$ cat src/rtl/npu_buf_pkg.sv
//----------------------------
// Widths and APB map shared by the buffer subsystem
// Line address is ROW_AW+1 bits, bank in the MSB, row below
// Addresses wrap modulo two banks of 2**ROW_AW lines
//----------------------------
package npu_buf_pkg;

  localparam int WORD_W         = 32;  // Stream and APB data
  localparam int WORDS_PER_LINE = 4;
  localparam int LINE_W         = WORD_W * WORDS_PER_LINE;
  localparam int WSEL_W         = $clog2(WORDS_PER_LINE);  // Word index in a line
  localparam int APB_AW         = 8;
  localparam int CNT_W          = 16;  // Line count registers

  // APB register offsets
  localparam logic [APB_AW-1:0] REG_CTRL      = 8'h00;  // bit0 dma_start, bit1 rd_start
  localparam logic [APB_AW-1:0] REG_DMA_DST   = 8'h04;
  localparam logic [APB_AW-1:0] REG_DMA_LINES = 8'h08;
  localparam logic [APB_AW-1:0] REG_RD_SRC    = 8'h0C;
  localparam logic [APB_AW-1:0] REG_RD_LINES  = 8'h10;
  localparam logic [APB_AW-1:0] REG_STATUS    = 8'h14;

  // Line address word, one value seen two ways
  //   idx    flat line index, what the DMA and reader count with
  //   f.bank selects the bank, top bit of idx
  //   f.row  row inside that bank
  // Declared as gbuf_line_addr_u in gbuf_if since its width follows ROW_AW

endpackage

$ cat src/rtl/gbuf_if.sv
//----------------------------
// One line-wide access port into the global buffer
// Access happens when cs and gnt are both high
// Read data valid one cycle after a granted read
//----------------------------
`timescale 1ns/100ps

interface gbuf_if import npu_buf_pkg::*; #(
  parameter int ROW_AW = 8
);

  typedef struct packed {
    logic              bank;
    logic [ROW_AW-1:0] row;
  } gbuf_bank_row_t;

  typedef union packed {
    logic [ROW_AW:0] idx;  // Flat line index
    gbuf_bank_row_t  f;    // Bank and row decode
  } gbuf_line_addr_u;

  logic              cs;
  logic              we;
  gbuf_line_addr_u   addr;
  logic [LINE_W-1:0] wdata;
  logic [LINE_W-1:0] rdata;
  logic              gnt;   // Combinational, from the buffer side

  modport requester (output cs, we, addr, wdata, input rdata, gnt);
  modport buffer    (input cs, we, addr, wdata, output rdata, gnt);

endinterface

$ cat src/rtl/dma_wr_engine.sv
//----------------------------
// Packs four stream words into one buffer line, word 0 lowest
// Whole-line writes only, DMA port is never refused
// Start with zero lines finishes at once
//----------------------------
`timescale 1ns/100ps

module dma_wr_engine import npu_buf_pkg::*; #(
  parameter int ROW_AW = 8
) (
  input  logic              xclk,
  input  logic              i_reset,
  input  logic              i_start,
  input  logic [ROW_AW:0]   i_dst,
  input  logic [CNT_W-1:0]  i_lines,
  input  logic              i_in_valid,
  input  logic [WORD_W-1:0] i_in_data,
  output logic              o_in_ready,
  output logic              o_busy,
  output logic              o_fin,
  gbuf_if.requester         dma_port
);

  logic                                  rx_q;       // Taking stream words
  logic                                  wr_pend_q;  // Line write this cycle
  logic [WSEL_W-1:0]                     word_cnt_q;
  logic [WORDS_PER_LINE-2:0][WORD_W-1:0] pack_q;
  logic [LINE_W-1:0]                     line_q;
  logic [CNT_W-1:0]                      lines_left_q;
  logic [ROW_AW:0]                       addr_q;
  logic                                  start_ok;
  logic                                  take;
  logic                                  line_full;
  logic                                  last_wr;

  assign start_ok  = i_start && !o_busy;  // Start while busy is dropped
  assign take      = rx_q && i_in_valid;
  assign line_full = take && (word_cnt_q == WSEL_W'(WORDS_PER_LINE - 1));
  assign last_wr   = wr_pend_q && (lines_left_q == CNT_W'(1));

  assign o_in_ready = rx_q;
  assign o_busy     = rx_q || wr_pend_q;
  assign o_fin      = last_wr || (start_ok && (i_lines == '0));

  assign dma_port.cs    = wr_pend_q;
  assign dma_port.we    = 1'b1;
  assign dma_port.addr  = addr_q;
  assign dma_port.wdata = line_q;

  always_ff @(posedge xclk) begin
    if (i_reset) begin
      rx_q         <= 1'b0;
      wr_pend_q    <= 1'b0;
      word_cnt_q   <= '0;
      lines_left_q <= '0;
      addr_q       <= '0;
    end else begin
      wr_pend_q <= line_full;
      if (start_ok && (i_lines != '0)) begin
        rx_q         <= 1'b1;
        word_cnt_q   <= '0;
        lines_left_q <= i_lines;
        addr_q       <= i_dst;
      end else begin
        if (take) begin
          word_cnt_q <= word_cnt_q + 1'b1;  // Wraps at a line boundary
          // Last line packed, stop taking words
          if (line_full && (lines_left_q == CNT_W'(1))) rx_q <= 1'b0;
        end
        if (wr_pend_q) begin
          lines_left_q <= lines_left_q - 1'b1;
          addr_q       <= addr_q + 1'b1;  // Wraps over both banks
        end
      end
    end
  end

  // Line register frees the pack register during the write
  always_ff @(posedge xclk) begin
    if (take && !line_full) pack_q[word_cnt_q] <= i_in_data;
    if (line_full) line_q <= {i_in_data, pack_q};
  end

endmodule

$ cat src/flat_wrapper.sv
// flat-port wrapper written by rule: the top's interface ports become plain ports
module dma_wr_engine_flat import npu_buf_pkg::*;
#(
  parameter int ROW_AW = 8
)
  (xclk, i_reset, i_start, i_dst, i_lines, i_in_valid, i_in_data, o_in_ready, o_busy, o_fin, dma_port_cs, dma_port_we, dma_port_addr, dma_port_wdata, dma_port_rdata, dma_port_gnt);
  gbuf_if #(.ROW_AW(ROW_AW)) dma_port_i ();
  input  logic xclk;
  input  logic i_reset;
  input  logic i_start;
  input  logic [ROW_AW:0] i_dst;
  input  logic [CNT_W-1:0] i_lines;
  input  logic i_in_valid;
  input  logic [WORD_W-1:0] i_in_data;
  output logic o_in_ready;
  output logic o_busy;
  output logic o_fin;
  output wire logic [$bits(dma_port_i.cs)-1:0] dma_port_cs;
  output wire logic [$bits(dma_port_i.we)-1:0] dma_port_we;
  output wire logic [$bits(dma_port_i.addr)-1:0] dma_port_addr;
  output wire logic [$bits(dma_port_i.wdata)-1:0] dma_port_wdata;
  input wire logic [$bits(dma_port_i.rdata)-1:0] dma_port_rdata;
  input wire logic [$bits(dma_port_i.gnt)-1:0] dma_port_gnt;
  assign dma_port_cs = dma_port_i.cs;
  assign dma_port_we = dma_port_i.we;
  assign dma_port_addr = dma_port_i.addr;
  assign dma_port_wdata = dma_port_i.wdata;
  assign dma_port_i.rdata = dma_port_rdata;
  assign dma_port_i.gnt = dma_port_gnt;
  dma_wr_engine #(.ROW_AW(ROW_AW)) u_core (.xclk(xclk), .i_reset(i_reset), .i_start(i_start), .i_dst(i_dst), .i_lines(i_lines), .i_in_valid(i_in_valid), .i_in_data(i_in_data), .o_in_ready(o_in_ready), .o_busy(o_busy), .o_fin(o_fin), .dma_port(dma_port_i));
endmodule
$ cat config.mk
export PLATFORM = sky130hd
export DESIGN_NAME = dma_wr_engine_flat
export DESIGN_NICKNAME = d
export VERILOG_FILES = /design/src/rtl/npu_buf_pkg.sv /design/src/rtl/gbuf_if.sv /design/src/rtl/dma_wr_engine.sv /design/src/flat_wrapper.sv
export SDC_FILE = /design/constraint.sdc
export NUM_CORES = 1
export LEC_CHECK = 0
export BUFFER_PORTS_ARGS = -buffer_cell sky130_fd_sc_hd__buf_4
export CORE_AREA = 3 3 169 138
export DETAILED_ROUTE_END_ITERATION = 16
export DIE_AREA = 0 0 172 141
export GPL_TIMING_DRIVEN = 0
export PLACE_DENSITY = 0.69
export SYNTH_ARGS = -nofsm -noshare
export SYNTH_HDL_FRONTEND = slang
export SYNTH_SLANG_ARGS = --single-unit
$ cat constraint.sdc
create_clock -name xclk -period 6.65 [get_ports xclk]
set_input_delay 0.3325 -clock xclk [delete_from_list [all_inputs] [get_ports xclk]]
set_output_delay 0.3325 -clock xclk [all_outputs]
set_load 0.01 [all_outputs]
==> metrics <==
crit share post-route=46.27%; # Max-Cap Violations=0; Diodes inserted=0; CTS tree=built; Post-synth EDFFs=between 200 and 250; Rows=48; Final #Nets=860; share of synthesized registers carrying an async set or reset=0%; Cells after Synth=around 430; R2R depth=7; P_leak=4.024 nW; crit end category=output port; Synth Register Bits=253; IO Pins=332; Crit. Startpoint=u_core.lines_left_q[7]; largest net degree at the start of global routing=74; internal reg-to-reg setup slack=4.29 ns; Max Slew Vio Count=0; Post-synth top flop=edfxtp_1; first-pass GRT wire length=26.50 mm; initial antenna violation count=0; GP Congestion=0.9169; hold_buf cts=0; DR WL/cell=18.60 um; syn avg cell area=between 15 and 20 um2; core area=21620 um2; cell area after synthesis=8431 um2; Die X=approximately 170 um; simple-gate share of the synthesized area=between 5 and 6%; Reg-to-Reg End=u_core.lines_left_q[9]; outcome=finished clean; DRT iter0 DRCs=443; Worst-Margin Slew=0.7480 ns; Post-Layout Cell Count=956; dpl cells=912; Fin. Hold Viols=0; CTS Root Cell=clkbuf_16; normalized max-slew margin=50.13%; post-route minimum period=3.077 ns; crit path kind=reg2out; DR vias/cell=between 4 and 5; Setup Viol. Count Final=0; total CTS buffers=24; vias after detailed routing=4770; Seq/Total Area, Yosys=between 80% and 90%; Critical Path Fanout Max=7; fmax=around 320 MHz; compound-cell area share of the yosys netlist=4.749%; clk_lat worst skew=0.51 ns; clock sink count=253; CP required=6.32 ns; share of cells above drive strength 1=between 30% and 40%; Worst-path clk slew=0.06 ns; total track usage=13.89%; syn_nets=623; main combinational cell family by area after synthesis=simple AND/OR/NAND/NOR gates; Cell variety after synth=50; Critical Path End=o_fin; mux cell area share after synthesis=less than 1%; Max clock buf depth=3; Die Y-Extent=141 um; most common cell after layout, fill and taps aside=edfxtp_1; arrival time worst endpoint=around 2.7 ns; power density over cell area=282.3 nW/um2; clock skew=0.006021 ns; Die ar.=24250 um2; setup TNS=0 ns; Buffers on Ports=201; Post-Synth Adder-Cell Area=about 1.0%; Post-CTS Setup Bufs=0; RSZ-0062 raised after global routing=false; Post-Route WL=17.78 mm; number of global-route vias before repair=roughly 4.6k; ANT nets after route=0; # resized after CTS=0; initial core utilization=between 30% and 40%; Max H-tree Level=1; most frequent cells in the layout=edfxtp_1, buf_4, dfxtp_1; XOR/XNOR Fraction of Synth Area=0.4156%; startpoint types=flop; min-delay src=i_in_data[17]; global route overflow=0; Worst R2R Start=u_core.dma_port.cs; Final HPWL DP=12.39 mm; Synth Warn #=0; DRC=0; maximum vdd drop=147.6 uV; area delta synth->final=32.71%; worst hold path class=in2reg; DRT Pass-1 Iters=5
## metal layers
layer  routed length [um]  global-route usage (%)
met4                  387                   2.814
met1                 7564                   19.47
met3                 1707                   3.588
met2                 8125                   22.18
met5                    0                       0
## cells in the mapped netlist, types with 2 or more instances
master / n / area share (%)
nor3b_1: 5 / 0.45
nor4_1: 4 / 0.30
mux2i_1: 2 / 0.24
edfxtp_1: 224 / 80
or4_4: 2 / 0.27
or2_2: 2 / 0.15
nor3_1: 9 / 0.53
nand4b_1: 2 / 0.21
buf_2: 4 / 0.24
xnor2_1: 3 / 0.31
a2bb2oi_1: 3 / 0.31
a21oi_1: 19 / 1.1
clkbuf_1: 6 / 0.27
o311ai_0: 2 / 0.21
nor2_1: 7 / 0.31
inv_1: 7 / 0.31
o41ai_1: 2 / 0.21
dfxtp_1: 29 / 6.9
or4_1: 8 / 0.71
and3_1: 2 / 0.15
or3_1: 2 / 0.15
a31oi_1: 7 / 0.52
o211ai_1: 6 / 0.53
nand3_1: 19 / 1.1
nand3b_1: 2 / 0.18
ha_1: 7 / 1.0
a22oi_1: 5 / 0.45
o311ai_1: 2 / 0.21
nand2_1: 13 / 0.58
## stage by stage
stage | hold slack [ns] | util, % | total power [mW] | worst slack (ns) | area [um2]
floorplan | 0.4003 | - | 1.837 | 3.004 | 8431
global placement | 0.4016 | 47.56 | 1.901 | 0.9207 | 10280
detailed placement | 0.4045 | 48.28 | 1.907 | 4.144 | 10440
CTS | 0.002358 | 51.75 | 3.199 | 3.579 | 11190
global route | 0.001067 | 51.75 | 3.275 | 3.462 | 11190
finish | 0.02754 | 51.75 | 3.158 | 3.573 | 11190
## kinds of logic (layout without fill, tap and decap cells)
| family | count (synthesis) | count (layout) |
|---|---|---|
| adder cells (fa/ha/maj) | 7 | 7 |
| AO/OA/AOI/OAI | 55 | 55 |
| multiplexers | 2 | 2 |
| XOR/XNOR | 4 | 4 |
| buffers and inverters | 20 | 275 |
| flip-flops | 253 | 253 |
| AND/OR/NAND/NOR | 84 | 84 |
| other | 1 | 1 |
## critical path, cell delays in order (launching register included)
cell and delay (ns):
dfxtp_1 0.36, or4_1 0.52, buf_2 0.17, or4_4 0.45, o41ai_1 0.52, buf_4 0.21
## power by group
group	switching, mW	total, mW	internal, mW
Combinational	0.0634	0.118	0.0544
Clock	0.538	1.28	0.746
Sequential	0.0160	1.76	1.74
## state kept, by name, summed over array words and instances, names as in the netlist
signal,flops
u_core.word_cnt_q,2
u_core.dma_port.cs,1
u_core.o_in_ready,1
u_core.pack_q,96
u_core.dma_port.addr,9
u_core.lines_left_q,16
u_core.dma_port.wdata,128
## cell type report
class                   count  area (um2)
fillers                  1743       10430
inverters                   8       32.53
repair buffers            211        1645
well taps                 275       344.1
clock inverters            13       123.9
flip-flops and latches    253        7307
clock buffers              31       626.9
plain buffers              12       53.80
multi-input cells         153        1055
## worst min-delay path by stage
stage                     depth (start not counted)  slack [ns]                         end
final                                             1        0.03  u_core.dma_port.wdata[113]
after global routing                              1       0.001  u_core.dma_port.wdata[106]
after CTS                                         1       0.002           u_core.pack_q[42]
after detailed placement                          0        0.40   u_core.dma_port.wdata[49]
after global placement                            0        0.40   u_core.dma_port.wdata[13]
after floorplan                                   0        0.40    u_core.dma_port.wdata[0]
Power figures use the tool's default switching activity.
