===== config.mk =====
export PLATFORM = sky130hd
export DESIGN_NAME = npe_line_reader_flat
export DESIGN_NICKNAME = d
export VERILOG_FILES = /design/src/rtl/npu_buf_pkg.sv /design/src/rtl/gbuf_if.sv /design/src/rtl/npe_line_reader.sv /design/src/flat_wrapper.sv
export SDC_FILE = /design/constraint.sdc
export NUM_CORES = 1
export LEC_CHECK = 0
export ABC_AREA = 0
export BUFFER_PORTS_ARGS = -buffer_cell sky130_fd_sc_hd__buf_2
export CORE_ASPECT_RATIO = 0.8
export CORE_UTILIZATION = 43
export DETAILED_ROUTE_END_ITERATION = 7
export HOLD_SLACK_MARGIN = 0.05
export PLACE_DENSITY = 0.8
export SLEW_MARGIN = 25
export SYNTH_ARGS = -nofsm -noshare
export SYNTH_HDL_FRONTEND = slang
export SYNTH_SLANG_ARGS = --single-unit

===== constraint.sdc =====
create_clock -name xclk -period 4.3 [get_ports xclk]
set_input_delay 0 -clock xclk [delete_from_list [all_inputs] [get_ports xclk]]
set_output_delay 0 -clock xclk [all_outputs]
set_load 0.02 [all_outputs]

===== src/rtl/npu_buf_pkg.sv =====
//----------------------------
// Widths and APB map shared by the buffer subsystem
// Line address is ROW_AW+1 bits, bank in the MSB, row below
// Addresses wrap modulo two banks of 2**ROW_AW lines
//----------------------------
package npu_buf_pkg;

  localparam int WORD_W         = 32;  // Stream and APB data
  localparam int WORDS_PER_LINE = 4;
  localparam int LINE_W         = WORD_W * WORDS_PER_LINE;
  localparam int WSEL_W         = $clog2(WORDS_PER_LINE);  // Word index in a line
  localparam int APB_AW         = 8;
  localparam int CNT_W          = 16;  // Line count registers

  // APB register offsets
  localparam logic [APB_AW-1:0] REG_CTRL      = 8'h00;  // bit0 dma_start, bit1 rd_start
  localparam logic [APB_AW-1:0] REG_DMA_DST   = 8'h04;
  localparam logic [APB_AW-1:0] REG_DMA_LINES = 8'h08;
  localparam logic [APB_AW-1:0] REG_RD_SRC    = 8'h0C;
  localparam logic [APB_AW-1:0] REG_RD_LINES  = 8'h10;
  localparam logic [APB_AW-1:0] REG_STATUS    = 8'h14;

  // Line address word, one value seen two ways
  //   idx    flat line index, what the DMA and reader count with
  //   f.bank selects the bank, top bit of idx
  //   f.row  row inside that bank
  // Declared as gbuf_line_addr_u in gbuf_if since its width follows ROW_AW

endpackage


===== src/rtl/gbuf_if.sv =====
//----------------------------
// One line-wide access port into the global buffer
// Access happens when cs and gnt are both high
// Read data valid one cycle after a granted read
//----------------------------
`timescale 1ns/100ps

interface gbuf_if import npu_buf_pkg::*; #(
  parameter int ROW_AW = 8
);

  typedef struct packed {
    logic              bank;
    logic [ROW_AW-1:0] row;
  } gbuf_bank_row_t;

  typedef union packed {
    logic [ROW_AW:0] idx;  // Flat line index
    gbuf_bank_row_t  f;    // Bank and row decode
  } gbuf_line_addr_u;

  logic              cs;
  logic              we;
  gbuf_line_addr_u   addr;
  logic [LINE_W-1:0] wdata;
  logic [LINE_W-1:0] rdata;
  logic              gnt;   // Combinational, from the buffer side

  modport requester (output cs, we, addr, wdata, input rdata, gnt);
  modport buffer    (input cs, we, addr, wdata, output rdata, gnt);

endinterface


===== src/rtl/npe_line_reader.sv =====
//----------------------------
// Reads a line range and streams it out lowest word first
// At most one read in flight, one line held
// Start with zero lines finishes at once
//----------------------------
`timescale 1ns/100ps

module npe_line_reader import npu_buf_pkg::*; #(
  parameter int ROW_AW = 8
) (
  input  logic              xclk,
  input  logic              i_reset,
  input  logic              i_start,
  input  logic [ROW_AW:0]   i_src,
  input  logic [CNT_W-1:0]  i_lines,
  output logic              o_out_valid,
  output logic [WORD_W-1:0] o_out_data,
  input  logic              i_out_ready,
  output logic              o_busy,
  output logic              o_fin,
  gbuf_if.requester         npe_port
);

  logic                                  busy_q;
  logic                                  inflight_q;  // Granted read, data due now
  logic                                  hold_vld_q;
  logic [CNT_W-1:0]                      req_left_q;  // Lines not yet requested
  logic [WSEL_W-1:0]                     word_idx_q;
  logic [WORDS_PER_LINE-1:0][WORD_W-1:0] hold_q;
  logic [ROW_AW:0]                       addr_q;
  logic                                  start_ok;
  logic                                  accept;
  logic                                  last_take;
  logic                                  granted;

  assign start_ok  = i_start && !busy_q;
  assign accept    = hold_vld_q && i_out_ready;
  assign last_take = accept && (word_idx_q == WSEL_W'(WORDS_PER_LINE - 1));
  assign granted   = npe_port.cs && npe_port.gnt;

  // Ask only when the held line is gone or leaving
  assign npe_port.cs    = busy_q && (req_left_q != '0) && !inflight_q &&
                          (!hold_vld_q || last_take);
  assign npe_port.we    = 1'b0;
  assign npe_port.addr  = addr_q;
  assign npe_port.wdata = '0;

  assign o_out_valid = hold_vld_q;
  assign o_out_data  = hold_q[word_idx_q];
  assign o_busy      = busy_q;
  assign o_fin       = (last_take && (req_left_q == '0)) || (start_ok && (i_lines == '0));

  always_ff @(posedge xclk) begin
    if (i_reset) begin
      busy_q     <= 1'b0;
      inflight_q <= 1'b0;
      hold_vld_q <= 1'b0;
      req_left_q <= '0;
      word_idx_q <= '0;
      addr_q     <= '0;
    end else begin
      inflight_q <= granted;  // Denied request is simply retried
      if (start_ok && (i_lines != '0)) begin
        busy_q     <= 1'b1;
        req_left_q <= i_lines;
        addr_q     <= i_src;
      end else if (o_fin) begin
        busy_q <= 1'b0;
      end
      if (granted) begin
        req_left_q <= req_left_q - 1'b1;
        addr_q     <= addr_q + 1'b1;
      end
      if (inflight_q) begin
        hold_vld_q <= 1'b1;
        word_idx_q <= '0;
      end else if (accept) begin
        word_idx_q <= word_idx_q + 1'b1;
        if (last_take) hold_vld_q <= 1'b0;
      end
    end
  end

  always_ff @(posedge xclk) begin
    if (inflight_q) hold_q <= npe_port.rdata;
  end

endmodule


===== src/flat_wrapper.sv =====
// flat-port wrapper written by rule: the top's interface ports become plain ports
module npe_line_reader_flat import npu_buf_pkg::*;
#(
  parameter int ROW_AW = 8
)
  (xclk, i_reset, i_start, i_src, i_lines, o_out_valid, o_out_data, i_out_ready, o_busy, o_fin, npe_port_cs, npe_port_we, npe_port_addr, npe_port_wdata, npe_port_rdata, npe_port_gnt);
  gbuf_if #(.ROW_AW(ROW_AW)) npe_port_i ();
  input  logic xclk;
  input  logic i_reset;
  input  logic i_start;
  input  logic [ROW_AW:0] i_src;
  input  logic [CNT_W-1:0] i_lines;
  output logic o_out_valid;
  output logic [WORD_W-1:0] o_out_data;
  input  logic i_out_ready;
  output logic o_busy;
  output logic o_fin;
  output wire logic [$bits(npe_port_i.cs)-1:0] npe_port_cs;
  output wire logic [$bits(npe_port_i.we)-1:0] npe_port_we;
  output wire logic [$bits(npe_port_i.addr)-1:0] npe_port_addr;
  output wire logic [$bits(npe_port_i.wdata)-1:0] npe_port_wdata;
  input wire logic [$bits(npe_port_i.rdata)-1:0] npe_port_rdata;
  input wire logic [$bits(npe_port_i.gnt)-1:0] npe_port_gnt;
  assign npe_port_cs = npe_port_i.cs;
  assign npe_port_we = npe_port_i.we;
  assign npe_port_addr = npe_port_i.addr;
  assign npe_port_wdata = npe_port_i.wdata;
  assign npe_port_i.rdata = npe_port_rdata;
  assign npe_port_i.gnt = npe_port_gnt;
  npe_line_reader #(.ROW_AW(ROW_AW)) u_core (.xclk(xclk), .i_reset(i_reset), .i_start(i_start), .i_src(i_src), .i_lines(i_lines), .o_out_valid(o_out_valid), .o_out_data(o_out_data), .i_out_ready(i_out_ready), .o_busy(o_busy), .o_fin(o_fin), .npe_port(npe_port_i));
endmodule

==> impl_metrics.toml <==
[finish]
diodes = 0
finalNetCount = 1019
final_cell_area_sq_um = 10200
areaGrowthSynthToFinish_pct = 40.3
final_common_cell = "buf_2"
fillers = 1191
layout_common_cells = "buf_2 (202), dlygate4sd3_1 (154), conb_1 (129)"
drive_gt1_share_pct = 33.0

[route]
routed_wl_um = 18100
first_iter_violations = 362
drt-wirelength-per-cell_um = 16.6
via_per_inst = 4.72
ant_nets = 0
dr.pass1.iters = 5
vias = 5152
drc = 0

[setup_path]
cp_data_required_time_ns = 4.30
reg2regPathDepth = 5
startpoint = "u_core.inflight_q"
r2r_start = "u_core.req_left_q[11]"
cp_cell_sequence = "buf_4, nor2_1, o311a_1, buf_2"
rrSetupSlack_ns = 1.87
slowest_delay_ns = 0.86
worst-endpoint-arrival_ns = 2.78
path_class = "reg -> out"
critPathLaunchType = "register"
rr_endpoint = "u_core.npe_port.addr[7]"
endpoint_kind = "primary output"
setup.worst_path.end = "npe_port_cs"
critPathMaxFanout = 70
cp_slowest_cell = "dfxtp_4"

[synthesis]
synth_top_family_by_area = "buffers and inverters"
ys_async_sr_fraction_pct = 0
synth_ff_type = "edfxtp_1"
synth_top_area_share_pct = 53.0
synth_cell_types = 51
synth_xor_area_share_pct = 0.121
synth_mux_area_share_pct = 10.1
ys_seq_elements = 158
synth_edf_count = 128
syn_inst = 501
synth.area.top_cells = "edfxtp_1 (53%), buf_4 (13%), mux4_2 (9.9%), dfxtp_1 (8.3%), a31oi_1 (1.4%)"
syn_area_sq_um = 7250
synth_compound_area_share_pct = 5.83
synth_fa_ha_area_share_pct = 0.518
synth_warnings = 0
synthSimpleGateAreaFrac_pct = 7.22
synth_top_area_cell = "edfxtp_1"
ys_seq_area_share_pct = 61.3
avgSynthCellArea_sq_um = 14.5

[placed_design]
placed_cell_area_sq_um = 8000
gp_congestion = 0.779
hpwl_um = 10300
post-place-ws_ns = 1.66
port_buffers = 202

[sta]
setup_ws_ns = 1.52
fmax_mhz = 360
final.period_utilization_pct = 64.6
clock_skew_ns = 0.0107
min_period_ns = 2.78
finalHoldViolCount = 0
tightest_slew_ns = 0.921
rsz0062_at_grt = "false"
fin_setup_tns_ns = 0
drv_slew = 0
relSlewSlack_pct = 38.0
setup_violations = 0

[global_route]
grt_max_degree = 71
grt_pass1_vias = 5156
grt-ovfl-total = 0
track_usage_pct = 20.7
antenna_found_initial = 0
grt_pass1_wl_um = 27400

[die]
io_pins = 332
die_y_um = 118
rows = 42
start_util_pct = 43.9
dieArea_sq_um = 17400
die_w_um = 147
coreArea_sq_um = 16500

[clocking]
clk_latency_ns = 0.41
clock_path_buffers = 2
cts.clk_slew.worst_paths_ns = 0.07
cts_resized = 0
cts.hold.buffers_added = 154
cts_made_buffers = 17
cts_tree = "built"
cts_max_level = 4
cts_setup_buffers = 0
root_buffer = "clkbuf_16"
cts.sinks = 158

[power]
ir_drop_mv = 0.238
power_density_nw_per_um2 = 377
p_leak_nw = 4.05

[hold_path]
hold_path.class = "in -> reg"
hold_start = "i_reset"

[run_status]
status = "completed"

[flow_run]
cap_violations = 0
## cells by family (layout without fill, tap and decap cells)
family | after synthesis | in the layout
compound gates | 57 | 57
xor+xnor | 1 | 1
fa+ha+maj | 3 | 3
buf+inv | 153 | 395
flops | 158 | 158
mux | 33 | 33
other cells | 1 | 129
simple gates | 95 | 95
## worst min path at each step
stage                          to  slack [ns]  cells after the start
6_report            u_core.o_busy        0.11                      2
4_1_cts         u_core.inflight_q        0.07                      2
3_5_place_dp   u_core.hold_q[104]        0.18                      1
2_1_floorplan    u_core.hold_q[0]         0.1                      0
3_3_place_gp    u_core.hold_q[89]        0.18                      1
5_1_grt             u_core.o_busy         0.1                      2
## power breakdown
part,total (mW),internal [mW],switching (mW)
Clock,1.58,0.934,0.642
Sequential,1.75,1.71,0.0376
Combinational,0.507,0.222,0.286
Total,3.83,2.87,0.965
## flip-flops by register name (all words and copies together), names as in the netlist
signal	flops
u_core.hold_q	128
u_core.inflight_q	1
u_core.npe_port.addr	9
u_core.o_busy	1
u_core.o_out_valid	1
u_core.req_left_q	16
u_core.word_idx_q	2
## routing by layer
metal  up-vias  wire, um  global-route usage [%]
li1       2372         -                       -
met1      2490      7060                    24.7
met2       259      9360                    36.0
met3        31      1380                    6.05
met4         0       288                    6.06
met5         -         0                       0
## synth_stat cells (2+ instances only)
cell type,number
nor4_1,6
or4_1,5
or3_1,13
a21oi_1,7
inv_1,4
nor3_1,4
buf_4,130
mux4_2,32
nand3_1,12
nand3b_1,2
and3_1,2
o311ai_0,7
nand2b_1,3
ha_1,3
o211ai_1,8
or2_2,6
buf_6,2
edfxtp_1,128
and2_1,2
a2bb2oi_1,3
nand2_1,24
clkbuf_1,14
nor2_1,9
buf_1,3
a31oi_1,16
dfxtp_1,30
o21ai_2,2
## worst max-delay path, delay by kind of cell (launching register included)
| kind | cells | cell delay (ns) |
|---|---|---|
| simple gates | 1 | 0.18 |
| compound gates | 1 | 0.21 |
| flops | 1 | 0.86 |
| buf+inv | 2 | 1.00 |
## stage by stage
stage	util, %	total power, mW	instances	hold slack [ns]
6_report	61.6	3.83	1091	0.106
5_1_grt	61.6	3.96	1091	0.0956
4_1_cts	61.6	3.84	1091	0.0737
3_5_place_dp	48.5	2.16	905	0.178
3_3_place_gp	48.4	2.15	905	0.176
2_1_floorplan	-	2.12	629	0.0989
## area by class of cell
| cell class | count | area (sq um) | share of cell area, % |
|---|---|---|---|
| Clock buffer | 17 | 425 | 4.18 |
| Timing Repair Buffer | 359 | 2570 | 25.3 |
| Sequential cell | 158 | 4450 | 43.8 |
| Clock inverter | 15 | 194 | 1.91 |
| Tap cell | 220 | 275 | 2.71 |
| Inverter | 4 | 15.0 | 0.148 |
| Multi-Input combinational cell | 318 | 2230 | 22.0 |
(Power assumes the default switching activity.)
