## config.mk

```make
export PLATFORM = sky130hd
export DESIGN_NAME = dma_cfg_apb
export DESIGN_NICKNAME = d
export VERILOG_FILES = /design/src/rtl/npu_buf_pkg.sv /design/src/rtl/dma_cfg_apb.sv
export SDC_FILE = /design/constraint.sdc
export NUM_CORES = 1
export LEC_CHECK = 0
export BUFFER_PORTS_ARGS = -buffer_cell sky130_fd_sc_hd__buf_2
export CAP_MARGIN = 5
export CORE_MARGIN = 2
export CORE_UTILIZATION = 47
export DETAILED_ROUTE_END_ITERATION = 12
export GPL_ROUTABILITY_DRIVEN = 1
export GPL_TIMING_DRIVEN = 0
export PLACE_DENSITY = 0.78
export REMOVE_ABC_BUFFERS = 1
export SLEW_MARGIN = 20
export SYNTH_ARGS = -nofsm -noshare
export SYNTH_HDL_FRONTEND = slang
export SYNTH_SLANG_ARGS = --single-unit
```

## constraint.sdc

```tcl
create_clock -name xclk -period 1.5 [get_ports xclk]
set_input_delay 0.075 -clock xclk [delete_from_list [all_inputs] [get_ports xclk]]
set_output_delay 0.075 -clock xclk [all_outputs]
set_load 0.02 [all_outputs]
```

## src/rtl/npu_buf_pkg.sv

```systemverilog
//----------------------------
// Widths and APB map shared by the buffer subsystem
// Line address is ROW_AW+1 bits, bank in the MSB, row below
// Addresses wrap modulo two banks of 2**ROW_AW lines
//----------------------------
package npu_buf_pkg;

  localparam int WORD_W         = 32;  // Stream and APB data
  localparam int WORDS_PER_LINE = 4;
  localparam int LINE_W         = WORD_W * WORDS_PER_LINE;
  localparam int WSEL_W         = $clog2(WORDS_PER_LINE);  // Word index in a line
  localparam int APB_AW         = 8;
  localparam int CNT_W          = 16;  // Line count registers

  // APB register offsets
  localparam logic [APB_AW-1:0] REG_CTRL      = 8'h00;  // bit0 dma_start, bit1 rd_start
  localparam logic [APB_AW-1:0] REG_DMA_DST   = 8'h04;
  localparam logic [APB_AW-1:0] REG_DMA_LINES = 8'h08;
  localparam logic [APB_AW-1:0] REG_RD_SRC    = 8'h0C;
  localparam logic [APB_AW-1:0] REG_RD_LINES  = 8'h10;
  localparam logic [APB_AW-1:0] REG_STATUS    = 8'h14;

  // Line address word, one value seen two ways
  //   idx    flat line index, what the DMA and reader count with
  //   f.bank selects the bank, top bit of idx
  //   f.row  row inside that bank
  // Declared as gbuf_line_addr_u in gbuf_if since its width follows ROW_AW

endpackage

```

## src/rtl/dma_cfg_apb.sv

```systemverilog
//----------------------------
// APB slave without wait states, no PREADY/PSLVERR
// Start bits are write-one pulses, done bits write-one-clear
// Unmapped offsets read zero
//----------------------------
`timescale 1ns/100ps

module dma_cfg_apb import npu_buf_pkg::*; #(
  parameter int ROW_AW = 8
) (
  input  logic              xclk,
  input  logic              i_reset,
  input  logic              i_psel,
  input  logic              i_penable,
  input  logic              i_pwrite,
  input  logic [APB_AW-1:0] i_paddr,
  input  logic [WORD_W-1:0] i_pwdata,
  output logic [WORD_W-1:0] o_prdata,
  output logic              o_dma_start,
  output logic              o_rd_start,
  output logic [ROW_AW:0]   o_dma_dst,
  output logic [ROW_AW:0]   o_rd_src,
  output logic [CNT_W-1:0]  o_dma_lines,
  output logic [CNT_W-1:0]  o_rd_lines,
  input  logic              i_dma_busy,
  input  logic              i_rd_busy,
  input  logic              i_dma_fin,
  input  logic              i_rd_fin,
  output logic              o_irq
);

  logic              wr_en;
  logic              rd_setup;
  logic              dma_done_q;
  logic              rd_done_q;
  logic [WORD_W-1:0] rd_mux;

  assign wr_en    = i_psel && i_penable && i_pwrite;  // Access phase
  assign rd_setup = i_psel && !i_penable && !i_pwrite;

  always_comb begin
    case (i_paddr)
      REG_DMA_DST:   rd_mux = WORD_W'(o_dma_dst);
      REG_DMA_LINES: rd_mux = WORD_W'(o_dma_lines);
      REG_RD_SRC:    rd_mux = WORD_W'(o_rd_src);
      REG_RD_LINES:  rd_mux = WORD_W'(o_rd_lines);
      REG_STATUS:    rd_mux = WORD_W'({rd_done_q, i_rd_busy, dma_done_q, i_dma_busy});
      default:       rd_mux = '0;  // CTRL included
    endcase
  end

  always_ff @(posedge xclk) begin
    if (i_reset) begin
      o_prdata    <= '0;
      o_dma_start <= 1'b0;
      o_rd_start  <= 1'b0;
      o_dma_dst   <= '0;
      o_rd_src    <= '0;
      o_dma_lines <= '0;
      o_rd_lines  <= '0;
      dma_done_q  <= 1'b0;
      rd_done_q   <= 1'b0;
    end else begin
      if (rd_setup) o_prdata <= rd_mux;  // Ready for the access phase
      o_dma_start <= wr_en && (i_paddr == REG_CTRL) && i_pwdata[0];
      o_rd_start  <= wr_en && (i_paddr == REG_CTRL) && i_pwdata[1];
      if (wr_en) begin
        case (i_paddr)
          REG_DMA_DST:   o_dma_dst   <= i_pwdata[ROW_AW:0];
          REG_DMA_LINES: o_dma_lines <= i_pwdata[CNT_W-1:0];
          REG_RD_SRC:    o_rd_src    <= i_pwdata[ROW_AW:0];
          REG_RD_LINES:  o_rd_lines  <= i_pwdata[CNT_W-1:0];
          default: ;
        endcase
      end
      // Finish wins over a clear in the same cycle
      if (i_dma_fin) dma_done_q <= 1'b1;
      else if (wr_en && (i_paddr == REG_STATUS) && i_pwdata[1]) dma_done_q <= 1'b0;
      if (i_rd_fin) rd_done_q <= 1'b1;
      else if (wr_en && (i_paddr == REG_STATUS) && i_pwdata[3]) rd_done_q <= 1'b0;
    end
  end

  assign o_irq = dma_done_q || rd_done_q;

endmodule

```

==> results of run 1 <==
-- through the flow --
stage	TNS (ns)	util, %
after floorplan	0	-
after global placement	-30.17	55.4
after detailed placement	-30.69	55.4
after CTS	0	61.1
after global routing	0	61.7
final	0	61.7
-- cell type report --
type / count / area (µm²)
clock buffers: 11 / 151
clock inverters: 5 / 81.3
fillers: 557 / 2420
inverters: 2 / 7.51
multi-input cells: 229 / 1520
flip-flops and latches: 70 / 1400
well taps: 77 / 96.3
repair buffers: 113 / 636
-- worst max path at each step --
stage,from,endpoint
2_1_floorplan,i_paddr[4],o_rd_lines[0]
3_5_place_dp,i_paddr[4],o_rd_lines[2]
6_report,i_paddr[4],o_prdata[2]
5_1_grt,i_paddr[5],o_prdata[1]
4_1_cts,i_paddr[4],o_prdata[2]
3_3_place_gp,i_paddr[4],o_rd_lines[9]
-- power groups by stage --
stage	Sequential [µW]	Combinational, µW	Clock, µW
2_1_floorplan	1920	97.1	0
3_3_place_gp	1910	226	0
3_5_place_dp	1910	229	0
4_1_cts	1870	255	1770
5_1_grt	1870	280	1850
6_report	1870	259	1750
-- timing repair --
item                                    in CTS  in global routing
hold buffers                                10                  0
pin swaps                                    0                  3
resized for setup                            6                  4
endpoints found under the setup margin      45                 19
buffers inserted                             0                  2
hold endpoints to repair                    17                  0
gates cloned                                 0                  0
-- cells by family (layout without fill, tap and decap cells) --
family	after synthesis	in the layout	synth area share, %
flops	70	70	45.9
simple gates	107	107	17.4
compound gates	50	50	10.8
mux	56	56	18.7
buf+inv	37	131	7.21
other cells	1	16	0.123
-- registers in the layout, summed over array words and instances, names as in the netlist --
name and count:
o_rd_start 1, o_rd_lines 16, o_dma_lines 16, o_rd_src 9, rd_done_q 1, o_dma_dst 9
o_dma_start 1, dma_done_q 1, o_prdata 16
-- Yosys cell counts (all sizes together), types with 2 or more instances --
cell,number
nor3b,2
nor3,4
a22oi,12
nand3,13
mux2,8
and3,2
o22a,5
clkbuf,10
buf,25
and2,4
inv,2
nand2,25
mux2i,48
a311oi,3
nand4,2
nor2,48
a21oi,10
nor2b,2
o21ai,14
dfxtp,70
a32oi,4
-- layer usage --
| layer | wire length (µm) | share of wire [%] | up-vias |
|---|---|---|---|
| met5 | 0 | 0 | - |
| met1 | 3610 | 45 | 1311 |
| met3 | 514 | 6.4 | 6 |
| met4 | 63 | 0.78 | 0 |
| met2 | 3870 | 48 | 105 |
| li1 | - | - | 1300 |
-- critical path: stages --
cell,delay [ns]
sky130_fd_sc_hd__buf_2,0.26
sky130_fd_sc_hd__nor2b_2,0.44
sky130_fd_sc_hd__and3_2,0.45
sky130_fd_sc_hd__nand2_1,0.09
sky130_fd_sc_hd__a311oi_1,0.26
==> report_table.html, run 1 <==
<table>
<tr><th>Metric</th><th>Value</th></tr>
<tr><th colspan="2">Run status</th></tr>
<tr><td>Result of the run</td><td>complete, no violations</td></tr>
<tr><th colspan="2">Floorplan</th></tr>
<tr><td>Total Die Area</td><td>7160 µm²</td></tr>
<tr><td>Ports</td><td>134</td></tr>
<tr><td>Core area</td><td>6310 µm²</td></tr>
<tr><td>Starting density of the core</td><td>48.4%</td></tr>
<tr><td>Horizontal die dimension</td><td>84.6 µm</td></tr>
<tr><td>Cell row count</td><td>29</td></tr>
<tr><td>Die outline height</td><td>84.6 µm</td></tr>
<tr><th colspan="2">Logic synthesis</th></tr>
<tr><td>Mean instance size in the synthesized netlist</td><td>9.52 µm²</td></tr>
<tr><td>Async set-reset flop share out of synthesis</td><td>0%</td></tr>
<tr><td>Yosys top cell area share</td><td>45.9%</td></tr>
<tr><td>Synth Warn #</td><td>0</td></tr>
<tr><td>Post-Syn Area</td><td>3060 µm²</td></tr>
<tr><td>Number of flip-flops and latches in the synthesized netlist</td><td>70</td></tr>
<tr><td>Prevailing post-synth register cell</td><td>sky130_fd_sc_hd__dfxtp_1</td></tr>
<tr><td>Dominant cells by area after synthesis</td><td>sky130_fd_sc_hd__dfxtp_1 (46%), sky130_fd_sc_hd__mux2i_1 (16%), sky130_fd_sc_hd__nor2_1 (5.9%)</td></tr>
<tr><td>Cell accounting for the most synthesized area</td><td>sky130_fd_sc_hd__dfxtp_1</td></tr>
<tr><td>Yosys cell types</td><td>36</td></tr>
<tr><td>EDFF count, synth</td><td>0</td></tr>
<tr><td>Synthesized instance count</td><td>321</td></tr>
<tr><td>Sequential-to-total area share from yosys stat</td><td>45.9%</td></tr>
<tr><th colspan="2">Cells and area</th></tr>
<tr><td>Antenna Cells</td><td>0</td></tr>
<tr><td>Final layout net count</td><td>474</td></tr>
<tr><td>Area growth from synthesis to layout</td><td>27.6%</td></tr>
<tr><td>Final instance area</td><td>3900 µm²</td></tr>
<tr><td>Most common cell after layout, fill and taps aside</td><td>sky130_fd_sc_hd__buf_2</td></tr>
<tr><td>Commonest cells after routing, fill and taps aside</td><td>sky130_fd_sc_hd__buf_2 (100), sky130_fd_sc_hd__dfxtp_1 (70), sky130_fd_sc_hd__mux2i_1 (48), sky130_fd_sc_hd__nor2_1 (48), sky130_fd_sc_hd__nand2_1 (25)</td></tr>
<tr><td>Layout cells sized above 1</td><td>32.8%</td></tr>
<tr><td>Post-route non-filler standard cell count</td><td>507</td></tr>
<tr><th colspan="2">Pwr</th></tr>
<tr><td>Areal power density over the cells</td><td>996 nW/µm²</td></tr>
<tr><td>Part of the power in registers</td><td>48.2%</td></tr>
<tr><td>Leakage</td><td>0.00202 µW</td></tr>
<tr><td>Switching power share of the total</td><td>23.3%</td></tr>
<tr><td>Max rail drop VDD</td><td>0.00118 V</td></tr>
<tr><td>Post-layout power</td><td>3880 µW</td></tr>
<tr><td>Internal power component</td><td>2980 µW</td></tr>
<tr><td>Clk pwr share</td><td>45.1%</td></tr>
<tr><td>Combinational Power Share</td><td>6.7%</td></tr>
<tr><td>Net switching power</td><td>903 µW</td></tr>
<tr><th colspan="2">Min path</th></tr>
<tr><td>Hold_sp</td><td>i_pwdata[6]</td></tr>
<tr><td>Hold WC Path Type</td><td>input pin to flop</td></tr>
<tr><td>Min-Delay Endpoint</td><td>o_rd_src[6]</td></tr>
<tr><td>Hold path depth</td><td>3</td></tr>
<tr><th colspan="2">Clock tree</th></tr>
<tr><td>Number of buffers created by CTS</td><td>9</td></tr>
<tr><td>Worst-case clock buffer depth</td><td>2</td></tr>
<tr><td>Root buffer selected by CTS</td><td>sky130_fd_sc_hd__clkbuf_8</td></tr>
<tr><td>Clk Latency, worst-skew pair</td><td>0.34 ns</td></tr>
<tr><td>CTS tree</td><td>built</td></tr>
<tr><td># H-tree levels</td><td>3</td></tr>
<tr><td>CTS clk-pin slew, worst paths</td><td>0.08 ns</td></tr>
<tr><td>TritonCTS sink count</td><td>70</td></tr>
<tr><th colspan="2">Global routing</th></tr>
<tr><td>GRT met2 Usage</td><td>36.8%</td></tr>
<tr><td>Gr busiest metal</td><td>met2</td></tr>
<tr><td>Met3 demand-to-capacity share in global routing</td><td>6.98%</td></tr>
<tr><td>Vias in the first global route</td><td>2,544</td></tr>
<tr><td>Largest net degree at the start of global routing</td><td>60</td></tr>
<tr><td>Met1 GRT Util</td><td>30.0%</td></tr>
<tr><td>Global-route wire length before repair</td><td>12.9 mm</td></tr>
<tr><td>Antenna violations before repair</td><td>0</td></tr>
<tr><td>Total global routing track utilization</td><td>22.9%</td></tr>
<tr><td>Global route total overflow</td><td>0</td></tr>
<tr><th colspan="2">Timing</th></tr>
<tr><td>Worst Tran Pin Value</td><td>0.858 ns</td></tr>
<tr><td>Clock skew</td><td>0.00572 ns</td></tr>
<tr><td>Final min period</td><td>1.32 ns</td></tr>
<tr><td>Highest clock rate</td><td>760 MHz</td></tr>
<tr><td>Setup repair after global routing missed its margin</td><td>no</td></tr>
<tr><td>Setup violations, final</td><td>0</td></tr>
<tr><td>Slew HR</td><td>42.6%</td></tr>
<tr><td>Max-slew violations</td><td>0</td></tr>
<tr><td>Ratio of final minimum period to clock period</td><td>87.7%</td></tr>
<tr><td>Worst setup slack after layout</td><td>0.184 ns</td></tr>
<tr><td>Final hold violations</td><td>0</td></tr>
<tr><td>Hold_ws</td><td>0.0138 ns</td></tr>
<tr><th colspan="2">Routing</th></tr>
<tr><td>Via density</td><td>5.37</td></tr>
<tr><td>Length of the first detailed-routing pass in iterations</td><td>4</td></tr>
<tr><td>Number of vias in the routed layout</td><td>2,722</td></tr>
<tr><td>Final routed wire length divided by cell count</td><td>15.9 µm</td></tr>
<tr><td>Wire length after detailed routing</td><td>8.07 mm</td></tr>
<tr><td>Final antenna-violating net count</td><td>0</td></tr>
<tr><td>Residual DRC</td><td>0</td></tr>
<tr><td>Violation count after the first detailed-routing iteration</td><td>161</td></tr>
<tr><th colspan="2">Place</th></tr>
<tr><td>Worst slack, placed</td><td>-0.782 ns</td></tr>
<tr><td>Count of placed standard cells including taps</td><td>479</td></tr>
<tr><td>Weighted congestion reported at the end of routability-driven placement</td><td>0.753</td></tr>
<tr><td>Instance area at placement</td><td>3500 µm²</td></tr>
<tr><td>Placed wire-length estimate</td><td>5.25 mm</td></tr>
<tr><td>Total of buffers placed on input and output ports</td><td>101</td></tr>
<tr><th colspan="2">Worst setup path</th></tr>
<tr><td>Capturing point of the worst reg2reg path</td><td>o_prdata[1]</td></tr>
<tr><td>Startpoint Class</td><td>input pin</td></tr>
<tr><td>Critical setup path kind</td><td>input pin to flop</td></tr>
<tr><td>Highest net fanout along the worst path</td><td>11</td></tr>
<tr><td>Data required time at the worst endpoint</td><td>1.75 ns</td></tr>
<tr><td>Critical path endpoint category</td><td>flop</td></tr>
<tr><td>Worst-case reg-to-reg path depth</td><td>3</td></tr>
<tr><td>Reg2Reg Launch Point</td><td>o_dma_dst[1]</td></tr>
<tr><td>Data arrival at the endpoint of the critical path</td><td>1.57 ns</td></tr>
<tr><td>Worst setup slack for register-to-register paths</td><td>0.45 ns</td></tr>
<tr><th colspan="2">Job</th></tr>
<tr><td>Number of maximum-capacitance constraint violations</td><td>0</td></tr>
</table>
Power figures use the tool's default switching activity.
==> inputs of run 2 (changes only) <==
--- a/config.mk
+++ b/config.mk
@@ -8,11 +8,11 @@
 export BUFFER_PORTS_ARGS = -buffer_cell sky130_fd_sc_hd__buf_2
 export CAP_MARGIN = 5
 export CORE_MARGIN = 2
-export CORE_UTILIZATION = 47
+export CORE_UTILIZATION = 45
 export DETAILED_ROUTE_END_ITERATION = 12
 export GPL_ROUTABILITY_DRIVEN = 1
 export GPL_TIMING_DRIVEN = 0
-export PLACE_DENSITY = 0.78
+export PLACE_DENSITY = 0.76
 export REMOVE_ABC_BUFFERS = 1
 export SLEW_MARGIN = 20
 export SYNTH_ARGS = -nofsm -noshare
==> run 2 against run 1 <==
Against the previous run: total power decreased by 14%; flip-flop and latch count unchanged; cell count increased by 0.39%.
==> report_table.html, run 2 (synthesized netlist as in run 1, its figures left out) <==
<table>
<tr><th>Metric</th><th>Value</th></tr>
<tr><th colspan="2">Worst setup path</th></tr>
<tr><td>Worst-case reg-to-reg path depth</td><td>3</td></tr>
<tr><td>Highest net fanout along the worst path</td><td>19</td></tr>
<tr><td>Data required time at the worst endpoint</td><td>1.70 ns</td></tr>
<tr><td>Reg2Reg Launch Point</td><td>rd_done_q</td></tr>
<tr><td>Critical path endpoint category</td><td>flop</td></tr>
<tr><td>Data arrival at the endpoint of the critical path</td><td>1.61 ns</td></tr>
<tr><td>Capturing point of the worst reg2reg path</td><td>o_prdata[3]</td></tr>
<tr><td>Worst setup slack for register-to-register paths</td><td>0.46 ns</td></tr>
<tr><td>CP Launch Point</td><td>i_paddr[2]</td></tr>
<tr><td>Startpoint Class</td><td>input pin</td></tr>
<tr><td>Critical setup path kind</td><td>input pin to flop</td></tr>
<tr><th colspan="2">Global routing</th></tr>
<tr><td>Largest net degree at the start of global routing</td><td>60</td></tr>
<tr><td>Global-route wire length before repair</td><td>12.1 mm</td></tr>
<tr><td>Vias in the first global route</td><td>2,401</td></tr>
<tr><td>Global route total overflow</td><td>0</td></tr>
<tr><td>Total global routing track utilization</td><td>21.3%</td></tr>
<tr><td>Antenna violations before repair</td><td>0</td></tr>
<tr><th colspan="2">Floorplan</th></tr>
<tr><td>Die outline height</td><td>86.4 µm</td></tr>
<tr><td>Total Die Area</td><td>7460 µm²</td></tr>
<tr><td>Horizontal die dimension</td><td>86.4 µm</td></tr>
<tr><td>Ports</td><td>134</td></tr>
<tr><td>Core area</td><td>6680 µm²</td></tr>
<tr><td>Cell row count</td><td>30</td></tr>
<tr><td>Starting density of the core</td><td>45.7%</td></tr>
<tr><th colspan="2">Cells and area</th></tr>
<tr><td>Final layout net count</td><td>474</td></tr>
<tr><td>Final instance area</td><td>3810 µm²</td></tr>
<tr><td>Layout cells sized above 1</td><td>31.9%</td></tr>
<tr><td>Area growth from synthesis to layout</td><td>24.6%</td></tr>
<tr><td>Most common cell after layout, fill and taps aside</td><td>sky130_fd_sc_hd__buf_2</td></tr>
<tr><td>Largest registers</td><td>o_dma_lines x16, o_prdata x16, o_rd_lines x16</td></tr>
<tr><td>Fin util</td><td>57.0%</td></tr>
<tr><td>Commonest cells after routing, fill and taps aside</td><td>sky130_fd_sc_hd__buf_2 (100), sky130_fd_sc_hd__dfxtp_1 (70), sky130_fd_sc_hd__mux2i_1 (48), sky130_fd_sc_hd__nor2_1 (48), sky130_fd_sc_hd__nand2_1 (25)</td></tr>
<tr><td>Antenna Cells</td><td>0</td></tr>
<tr><th colspan="2">Clock tree</th></tr>
<tr><td>Number of buffers created by CTS</td><td>9</td></tr>
<tr><td># H-tree levels</td><td>3</td></tr>
<tr><td>Worst-case clock buffer depth</td><td>2</td></tr>
<tr><td>Clk Latency, worst-skew pair</td><td>0.33 ns</td></tr>
<tr><td>Root buffer selected by CTS</td><td>sky130_fd_sc_hd__clkbuf_8</td></tr>
<tr><td>CTS clk-pin slew, worst paths</td><td>0.07 ns</td></tr>
<tr><td>CTS tree</td><td>built</td></tr>
<tr><td>TritonCTS sink count</td><td>70</td></tr>
<tr><th colspan="2">Pwr</th></tr>
<tr><td>Net switching power</td><td>806 µW</td></tr>
<tr><td>Switching power share of the total</td><td>24.1%</td></tr>
<tr><td>Combinational Power Share</td><td>7.6%</td></tr>
<tr><td>Max rail drop VDD</td><td>0.000489 V</td></tr>
<tr><td>Internal power component</td><td>2540 µW</td></tr>
<tr><td>Part of the power in registers</td><td>55.9%</td></tr>
<tr><td>Post-layout power</td><td>3350 µW</td></tr>
<tr><td>Leakage</td><td>0.00198 µW</td></tr>
<tr><td>Clk pwr share</td><td>36.4%</td></tr>
<tr><td>Areal power density over the cells</td><td>879 nW/µm²</td></tr>
<tr><th colspan="2">Min path</th></tr>
<tr><td>Hold_sp</td><td>i_pwdata[7]</td></tr>
<tr><td>Hold path depth</td><td>3</td></tr>
<tr><td>Min-Delay Endpoint</td><td>o_dma_lines[7]</td></tr>
<tr><td>Hold WC Path Type</td><td>input pin to flop</td></tr>
<tr><th colspan="2">Timing</th></tr>
<tr><td>Clock skew</td><td>0.00499 ns</td></tr>
<tr><td>Slew HR</td><td>40.3%</td></tr>
<tr><td>Final min period</td><td>1.41 ns</td></tr>
<tr><td>Highest clock rate</td><td>708 MHz</td></tr>
<tr><td>Ratio of final minimum period to clock period</td><td>94.1%</td></tr>
<tr><td>Worst Tran Pin Value</td><td>0.892 ns</td></tr>
<tr><td>Fin Setup TNS</td><td>0 ns</td></tr>
<tr><td>Max-slew violations</td><td>0</td></tr>
<tr><td>Setup repair after global routing missed its margin</td><td>no</td></tr>
<tr><td>Setup violations, final</td><td>0</td></tr>
<tr><td>Final hold violations</td><td>0</td></tr>
<tr><th colspan="2">Place</th></tr>
<tr><td>Instance area at placement</td><td>3500 µm²</td></tr>
<tr><td>Placed wire-length estimate</td><td>5.37 mm</td></tr>
<tr><td>Weighted congestion reported at the end of routability-driven placement</td><td>0.760</td></tr>
<tr><td>Total of buffers placed on input and output ports</td><td>101</td></tr>
<tr><th colspan="2">Routing</th></tr>
<tr><td>Violation count after the first detailed-routing iteration</td><td>182</td></tr>
<tr><td>Residual DRC</td><td>0</td></tr>
<tr><td>Length of the first detailed-routing pass in iterations</td><td>4</td></tr>
<tr><td>Final antenna-violating net count</td><td>0</td></tr>
<tr><td>Final routed wire length divided by cell count</td><td>15.6 µm</td></tr>
<tr><td>Wire length after detailed routing</td><td>7.96 mm</td></tr>
<tr><td>Via density</td><td>5.18</td></tr>
<tr><td>Number of vias in the routed layout</td><td>2,637</td></tr>
<tr><th colspan="2">Job</th></tr>
<tr><td>Number of maximum-capacitance constraint violations</td><td>0</td></tr>
<tr><th colspan="2">Run status</th></tr>
<tr><td>Result of the run</td><td>complete, no violations</td></tr>
</table>
## run 2: how the worst max path moves through the flow
stage | slack [ns] | depth (start not counted) | end
final | 0.09 | 5 | o_dma_dst[3]
after global routing | 0.0006 | 5 | o_dma_dst[3]
after CTS | 0.02 | 4 | o_prdata[4]
after detailed placement | -0.79 | 5 | o_dma_dst[3]
after global placement | -0.78 | 5 | o_rd_lines[13]
after floorplan | 0.15 | 4 | o_rd_lines[0]
## run 2: metal layers
layer | vias to the layer above | wire length [µm] | track usage [%]
met5 | - | 0 | 0
li1 | 1299 | - | -
met4 | 0 | 44 | 6.96
met1 | 1251 | 3490 | 26.7
met3 | 4 | 507 | 5.52
met2 | 83 | 3910 | 35.8
## run 2: power groups by stage
stage          registers, µW  clock network, µW  logic [µW]
6_report                1870               1220         256
5_1_grt                 1870               1330         276
4_1_cts                 1870               1250         253
3_5_place_dp            1910                  0         231
3_3_place_gp            1910                  0         227
2_1_floorplan           1920                  0        97.1
## run 2: layout make-up
class	instances	area, µm²
Sequential cell	70	1400
Clock buffer	13	139
Timing Repair Buffer	113	633
Multi-Input combinational cell	229	1520
Inverter	2	7.51
Tap cell	80	100
Fill cell	635	2870
Clock inverter	2	10.0
## run 2: worst max-delay path, cell delays in order
cell and delay, ns:
sky130_fd_sc_hd__buf_2 0.38, sky130_fd_sc_hd__and4_4 0.44, sky130_fd_sc_hd__nand3_2 0.35, sky130_fd_sc_hd__mux2i_1 0.30, sky130_fd_sc_hd__nor2_1 0.05
## run 2: timing repair
| item | CTS | global route |
|---|---|---|
| hold buffers | 9 | 0 |
| endpoints found under the setup margin | 45 | 30 |
| hold endpoints to repair | 14 | 0 |
| pin swaps | 1 | 3 |
| setup buffers | 0 | 3 |
| gates resized for setup | 7 | 2 |
## run 2: through the flow
stage | worst slack (ns) | cells | hold WS, ns
3_3_place_gp | -0.782 | 482 | 0.319
6_report | 0.0881 | 509 | 0.0206
2_1_floorplan | 0.148 | 301 | 0.144
5_1_grt | 0.000630 | 509 | 0.0141
4_1_cts | 0.0225 | 506 | 0.00878
3_5_place_dp | -0.786 | 482 | 0.325
==> inputs of run 3 (changes only) <==
--- a/config.mk
+++ b/config.mk
@@ -7,12 +7,13 @@
 export LEC_CHECK = 0
 export BUFFER_PORTS_ARGS = -buffer_cell sky130_fd_sc_hd__buf_2
 export CAP_MARGIN = 5
-export CORE_MARGIN = 2
-export CORE_UTILIZATION = 45
+export CORE_MARGIN = 1
+export CORE_UTILIZATION = 35
 export DETAILED_ROUTE_END_ITERATION = 12
 export GPL_ROUTABILITY_DRIVEN = 1
 export GPL_TIMING_DRIVEN = 0
-export PLACE_DENSITY = 0.76
+export MAX_ROUTING_LAYER = met4
+export PLACE_DENSITY = 0.61
 export REMOVE_ABC_BUFFERS = 1
 export SLEW_MARGIN = 20
 export SYNTH_ARGS = -nofsm -noshare
==> run 3 against run 2 <==
Against the previous run: total power grew 8.4%; clock power grew 21%; sequential share of layout area shrank 1.3 points; flip-flop and latch count is the same; fmax grew 1.8%; largest cell class unchanged; register-to-register slack lost 0.02 ns; via count grew 0.64%; combinational power grew 7.8%; sequential power is essentially flat; die area grew 22%.
==> report_table.html, run 3 (synthesized netlist as in run 1, its figures left out) <==
<table>
<tr><th>Metric</th><th>Value</th></tr>
<tr><th colspan="2">Pwr</th></tr>
<tr><td>Switching power share of the total</td><td>25.0%</td></tr>
<tr><td>Clk pwr share</td><td>40.8%</td></tr>
<tr><td>Internal power component</td><td>2720 µW</td></tr>
<tr><td>Max rail drop VDD</td><td>0.000631 V</td></tr>
<tr><td>Leakage</td><td>0.00202 µW</td></tr>
<tr><td>Part of the power in registers</td><td>51.6%</td></tr>
<tr><td>Net switching power</td><td>907 µW</td></tr>
<tr><td>Combinational Power Share</td><td>7.6%</td></tr>
<tr><td>Post-layout power</td><td>3630 µW</td></tr>
<tr><td>Areal power density over the cells</td><td>919 nW/µm²</td></tr>
<tr><th colspan="2">Timing</th></tr>
<tr><td>Final hold violations</td><td>0</td></tr>
<tr><td>Highest clock rate</td><td>721 MHz</td></tr>
<tr><td>Clock skew</td><td>0.00634 ns</td></tr>
<tr><td>Slew HR</td><td>38.2%</td></tr>
<tr><td>Worst setup slack after layout</td><td>0.113 ns</td></tr>
<tr><td>Setup repair after global routing missed its margin</td><td>no</td></tr>
<tr><td>Setup violations, final</td><td>0</td></tr>
<tr><td>Max-slew violations</td><td>0</td></tr>
<tr><td>Ratio of final minimum period to clock period</td><td>92.5%</td></tr>
<tr><td>Worst Tran Pin Value</td><td>0.923 ns</td></tr>
<tr><td>Final min period</td><td>1.39 ns</td></tr>
<tr><th colspan="2">Cells and area</th></tr>
<tr><td>Antenna Cells</td><td>0</td></tr>
<tr><td>Area occupied by multi-input gates</td><td>1520 µm²</td></tr>
<tr><td>Area growth from synthesis to layout</td><td>29.3%</td></tr>
<tr><td>Number of fill cells in the layout</td><td>819</td></tr>
<tr><td>Most common cell after layout, fill and taps aside</td><td>sky130_fd_sc_hd__buf_2</td></tr>
<tr><td>Largest registers</td><td>o_dma_lines x16, o_prdata x16, o_rd_lines x16</td></tr>
<tr><td>Layout cells sized above 1</td><td>32.4%</td></tr>
<tr><td>Final layout net count</td><td>480</td></tr>
<tr><td>Commonest cells after routing, fill and taps aside</td><td>sky130_fd_sc_hd__buf_2 (100), sky130_fd_sc_hd__dfxtp_1 (70), sky130_fd_sc_hd__mux2i_1 (48), sky130_fd_sc_hd__nor2_1 (48), sky130_fd_sc_hd__nand2_1 (25)</td></tr>
<tr><td>Sequential cell area</td><td>1400 µm²</td></tr>
<tr><th colspan="2">Clock tree</th></tr>
<tr><td># H-tree levels</td><td>3</td></tr>
<tr><td>Number of buffers created by CTS</td><td>9</td></tr>
<tr><td>Clk Latency, worst-skew pair</td><td>0.35 ns</td></tr>
<tr><td>TritonCTS sink count</td><td>70</td></tr>
<tr><td>Root buffer selected by CTS</td><td>sky130_fd_sc_hd__clkbuf_8</td></tr>
<tr><td>CTS tree</td><td>built</td></tr>
<tr><td>Worst-case clock buffer depth</td><td>2</td></tr>
<tr><td>CTS clk-pin slew, worst paths</td><td>0.08 ns</td></tr>
<tr><th colspan="2">Job</th></tr>
<tr><td>Number of maximum-capacitance constraint violations</td><td>0</td></tr>
<tr><th colspan="2">Worst setup path</th></tr>
<tr><td>Critical setup path kind</td><td>input pin to flop</td></tr>
<tr><td>Highest net fanout along the worst path</td><td>11</td></tr>
<tr><td>Cells along the critical path</td><td>buf_2 &gt; nor4_4 &gt; nand3_2 &gt; mux2i_1 &gt; nor2_1</td></tr>
<tr><td>Logic depth of the worst setup path including buffers</td><td>5</td></tr>
<tr><td>Slowest cell on the critical path</td><td>sky130_fd_sc_hd__nor4_4</td></tr>
<tr><td>Data arrival at the endpoint of the critical path</td><td>1.61 ns</td></tr>
<tr><td>Category of cells accounting for the largest share of critical-path delay</td><td>simple AND/OR/NAND/NOR gates</td></tr>
<tr><td>Data required time at the worst endpoint</td><td>1.72 ns</td></tr>
<tr><td>Worst setup slack for register-to-register paths</td><td>0.44 ns</td></tr>
<tr><td>Worst-case reg-to-reg path depth</td><td>3</td></tr>
<tr><td>Critical path endpoint category</td><td>flop</td></tr>
<tr><td>Largest incremental delay on the critical path</td><td>0.52 ns</td></tr>
<tr><td>Buf+Inv Stages, Crit Path</td><td>1</td></tr>
<tr><td>Startpoint Class</td><td>input pin</td></tr>
<tr><td>Reg2Reg Launch Point</td><td>o_dma_dst[2]</td></tr>
<tr><td>Capturing point of the worst reg2reg path</td><td>o_prdata[2]</td></tr>
<tr><th colspan="2">Routing</th></tr>
<tr><td>Via density</td><td>4.91</td></tr>
<tr><td>Wire length after detailed routing</td><td>8.52 mm</td></tr>
<tr><td>Length of the first detailed-routing pass in iterations</td><td>4</td></tr>
<tr><td>Final routed wire length divided by cell count</td><td>15.8 µm</td></tr>
<tr><td>Violation count after the first detailed-routing iteration</td><td>103</td></tr>
<tr><td>Number of vias in the routed layout</td><td>2,654</td></tr>
<tr><td>Residual DRC</td><td>0</td></tr>
<tr><td>Final antenna-violating net count</td><td>0</td></tr>
<tr><th colspan="2">Min path</th></tr>
<tr><td>Hold path depth</td><td>2</td></tr>
<tr><td>Min-Delay Endpoint</td><td>o_rd_start</td></tr>
<tr><td>Hold_sp</td><td>i_pwdata[1]</td></tr>
<tr><td>Hold WC Path Type</td><td>input pin to flop</td></tr>
<tr><th colspan="2">Global routing</th></tr>
<tr><td>Total global routing track utilization</td><td>19.9%</td></tr>
<tr><td>Global-route wire length before repair</td><td>12.8 mm</td></tr>
<tr><td>Largest net degree at the start of global routing</td><td>60</td></tr>
<tr><td>Global route total overflow</td><td>0</td></tr>
<tr><td>Antenna violations before repair</td><td>0</td></tr>
<tr><td>Vias in the first global route</td><td>2,406</td></tr>
<tr><th colspan="2">Floorplan</th></tr>
<tr><td>Starting density of the core</td><td>36.6%</td></tr>
<tr><td>Core area</td><td>8340 µm²</td></tr>
<tr><td>Die outline height</td><td>95.4 µm</td></tr>
<tr><td>Horizontal die dimension</td><td>95.4 µm</td></tr>
<tr><td>Total Die Area</td><td>9110 µm²</td></tr>
<tr><td>Cell row count</td><td>33</td></tr>
<tr><td>Ports</td><td>134</td></tr>
<tr><th colspan="2">Place</th></tr>
<tr><td>Weighted congestion reported at the end of routability-driven placement</td><td>0.703</td></tr>
<tr><td>Worst slack, placed</td><td>-0.944 ns</td></tr>
<tr><td>Total of buffers placed on input and output ports</td><td>101</td></tr>
<tr><td>Placed wire-length estimate</td><td>5.52 mm</td></tr>
<tr><th colspan="2">Run status</th></tr>
<tr><td>Result of the run</td><td>complete, no violations</td></tr>
</table>
## run 3: cell count changes in the layout (fill, tap and decap cells not counted), sizes merged
cell,previous run,this run
dlygate4sd3,9,15
clkinv,2,3
bufinv,0,1
clkbuf,14,10
clkinvlp,0,2
## run 3: final cells by class
type / count / area share, %
Inverter: 2 / 0.190
Multi-Input combinational cell: 229 / 38.4
Timing Repair Buffer: 119 / 17.9
Tap cell: 105 / 3.33
Clock buffer: 9 / 3.14
Clock inverter: 6 / 1.62
Sequential cell: 70 / 35.5
## run 3: power by group through the flow
stage | combinational [µW] | sequential [µW] | clock [µW]
2_1_floorplan | 97.1 | 1920 | 0
3_3_place_gp | 232 | 1910 | 0
3_5_place_dp | 235 | 1920 | 0
4_1_cts | 270 | 1870 | 1520
5_1_grt | 301 | 1870 | 1630
6_report | 276 | 1870 | 1480
## run 3: timing repair
action,in CTS,in global routing
pin swaps,1,1
cloned,0,0
endpoints found under the hold margin,22,0
setup buffers,1,1
resized for setup,7,2
hold buffers,15,0
setup endpoints to repair,50,12
## run 3: worst max path at each step
| stage | start | end | slack, ns |
|---|---|---|---|
| after floorplan | i_paddr[4] | o_rd_lines[0] | 0.15 |
| after global placement | i_paddr[4] | o_rd_lines[0] | -0.85 |
| after detailed placement | i_paddr[2] | o_rd_lines[14] | -0.94 |
| after CTS | i_paddr[4] | o_rd_lines[14] | 0.007 |
| after global routing | i_paddr[4] | o_dma_dst[6] | 0.02 |
| final | i_paddr[4] | o_dma_dst[5] | 0.11 |
## run 3: through the flow
stage          instance area (µm²)  TNS [ns]  hold slack (ns)  cells  utilization, %
6_report                      3950         0           0.0192    540            47.4
5_1_grt                       3950         0          0.00543    540            47.4
4_1_cts                       3910         0          0.00432    538            46.8
3_5_place_dp                  3540    -39.33            0.326    507            42.4
3_3_place_gp                  3540    -36.42            0.317    507            42.4
2_1_floorplan                 2900         0            0.144    301               -
## run 3: per-layer routing
metal	routed length [µm]	GRT usage [%]
met5	0	-
met4	43	5.60
met3	537	5.82
met2	4030	31.1
met1	3910	25.0
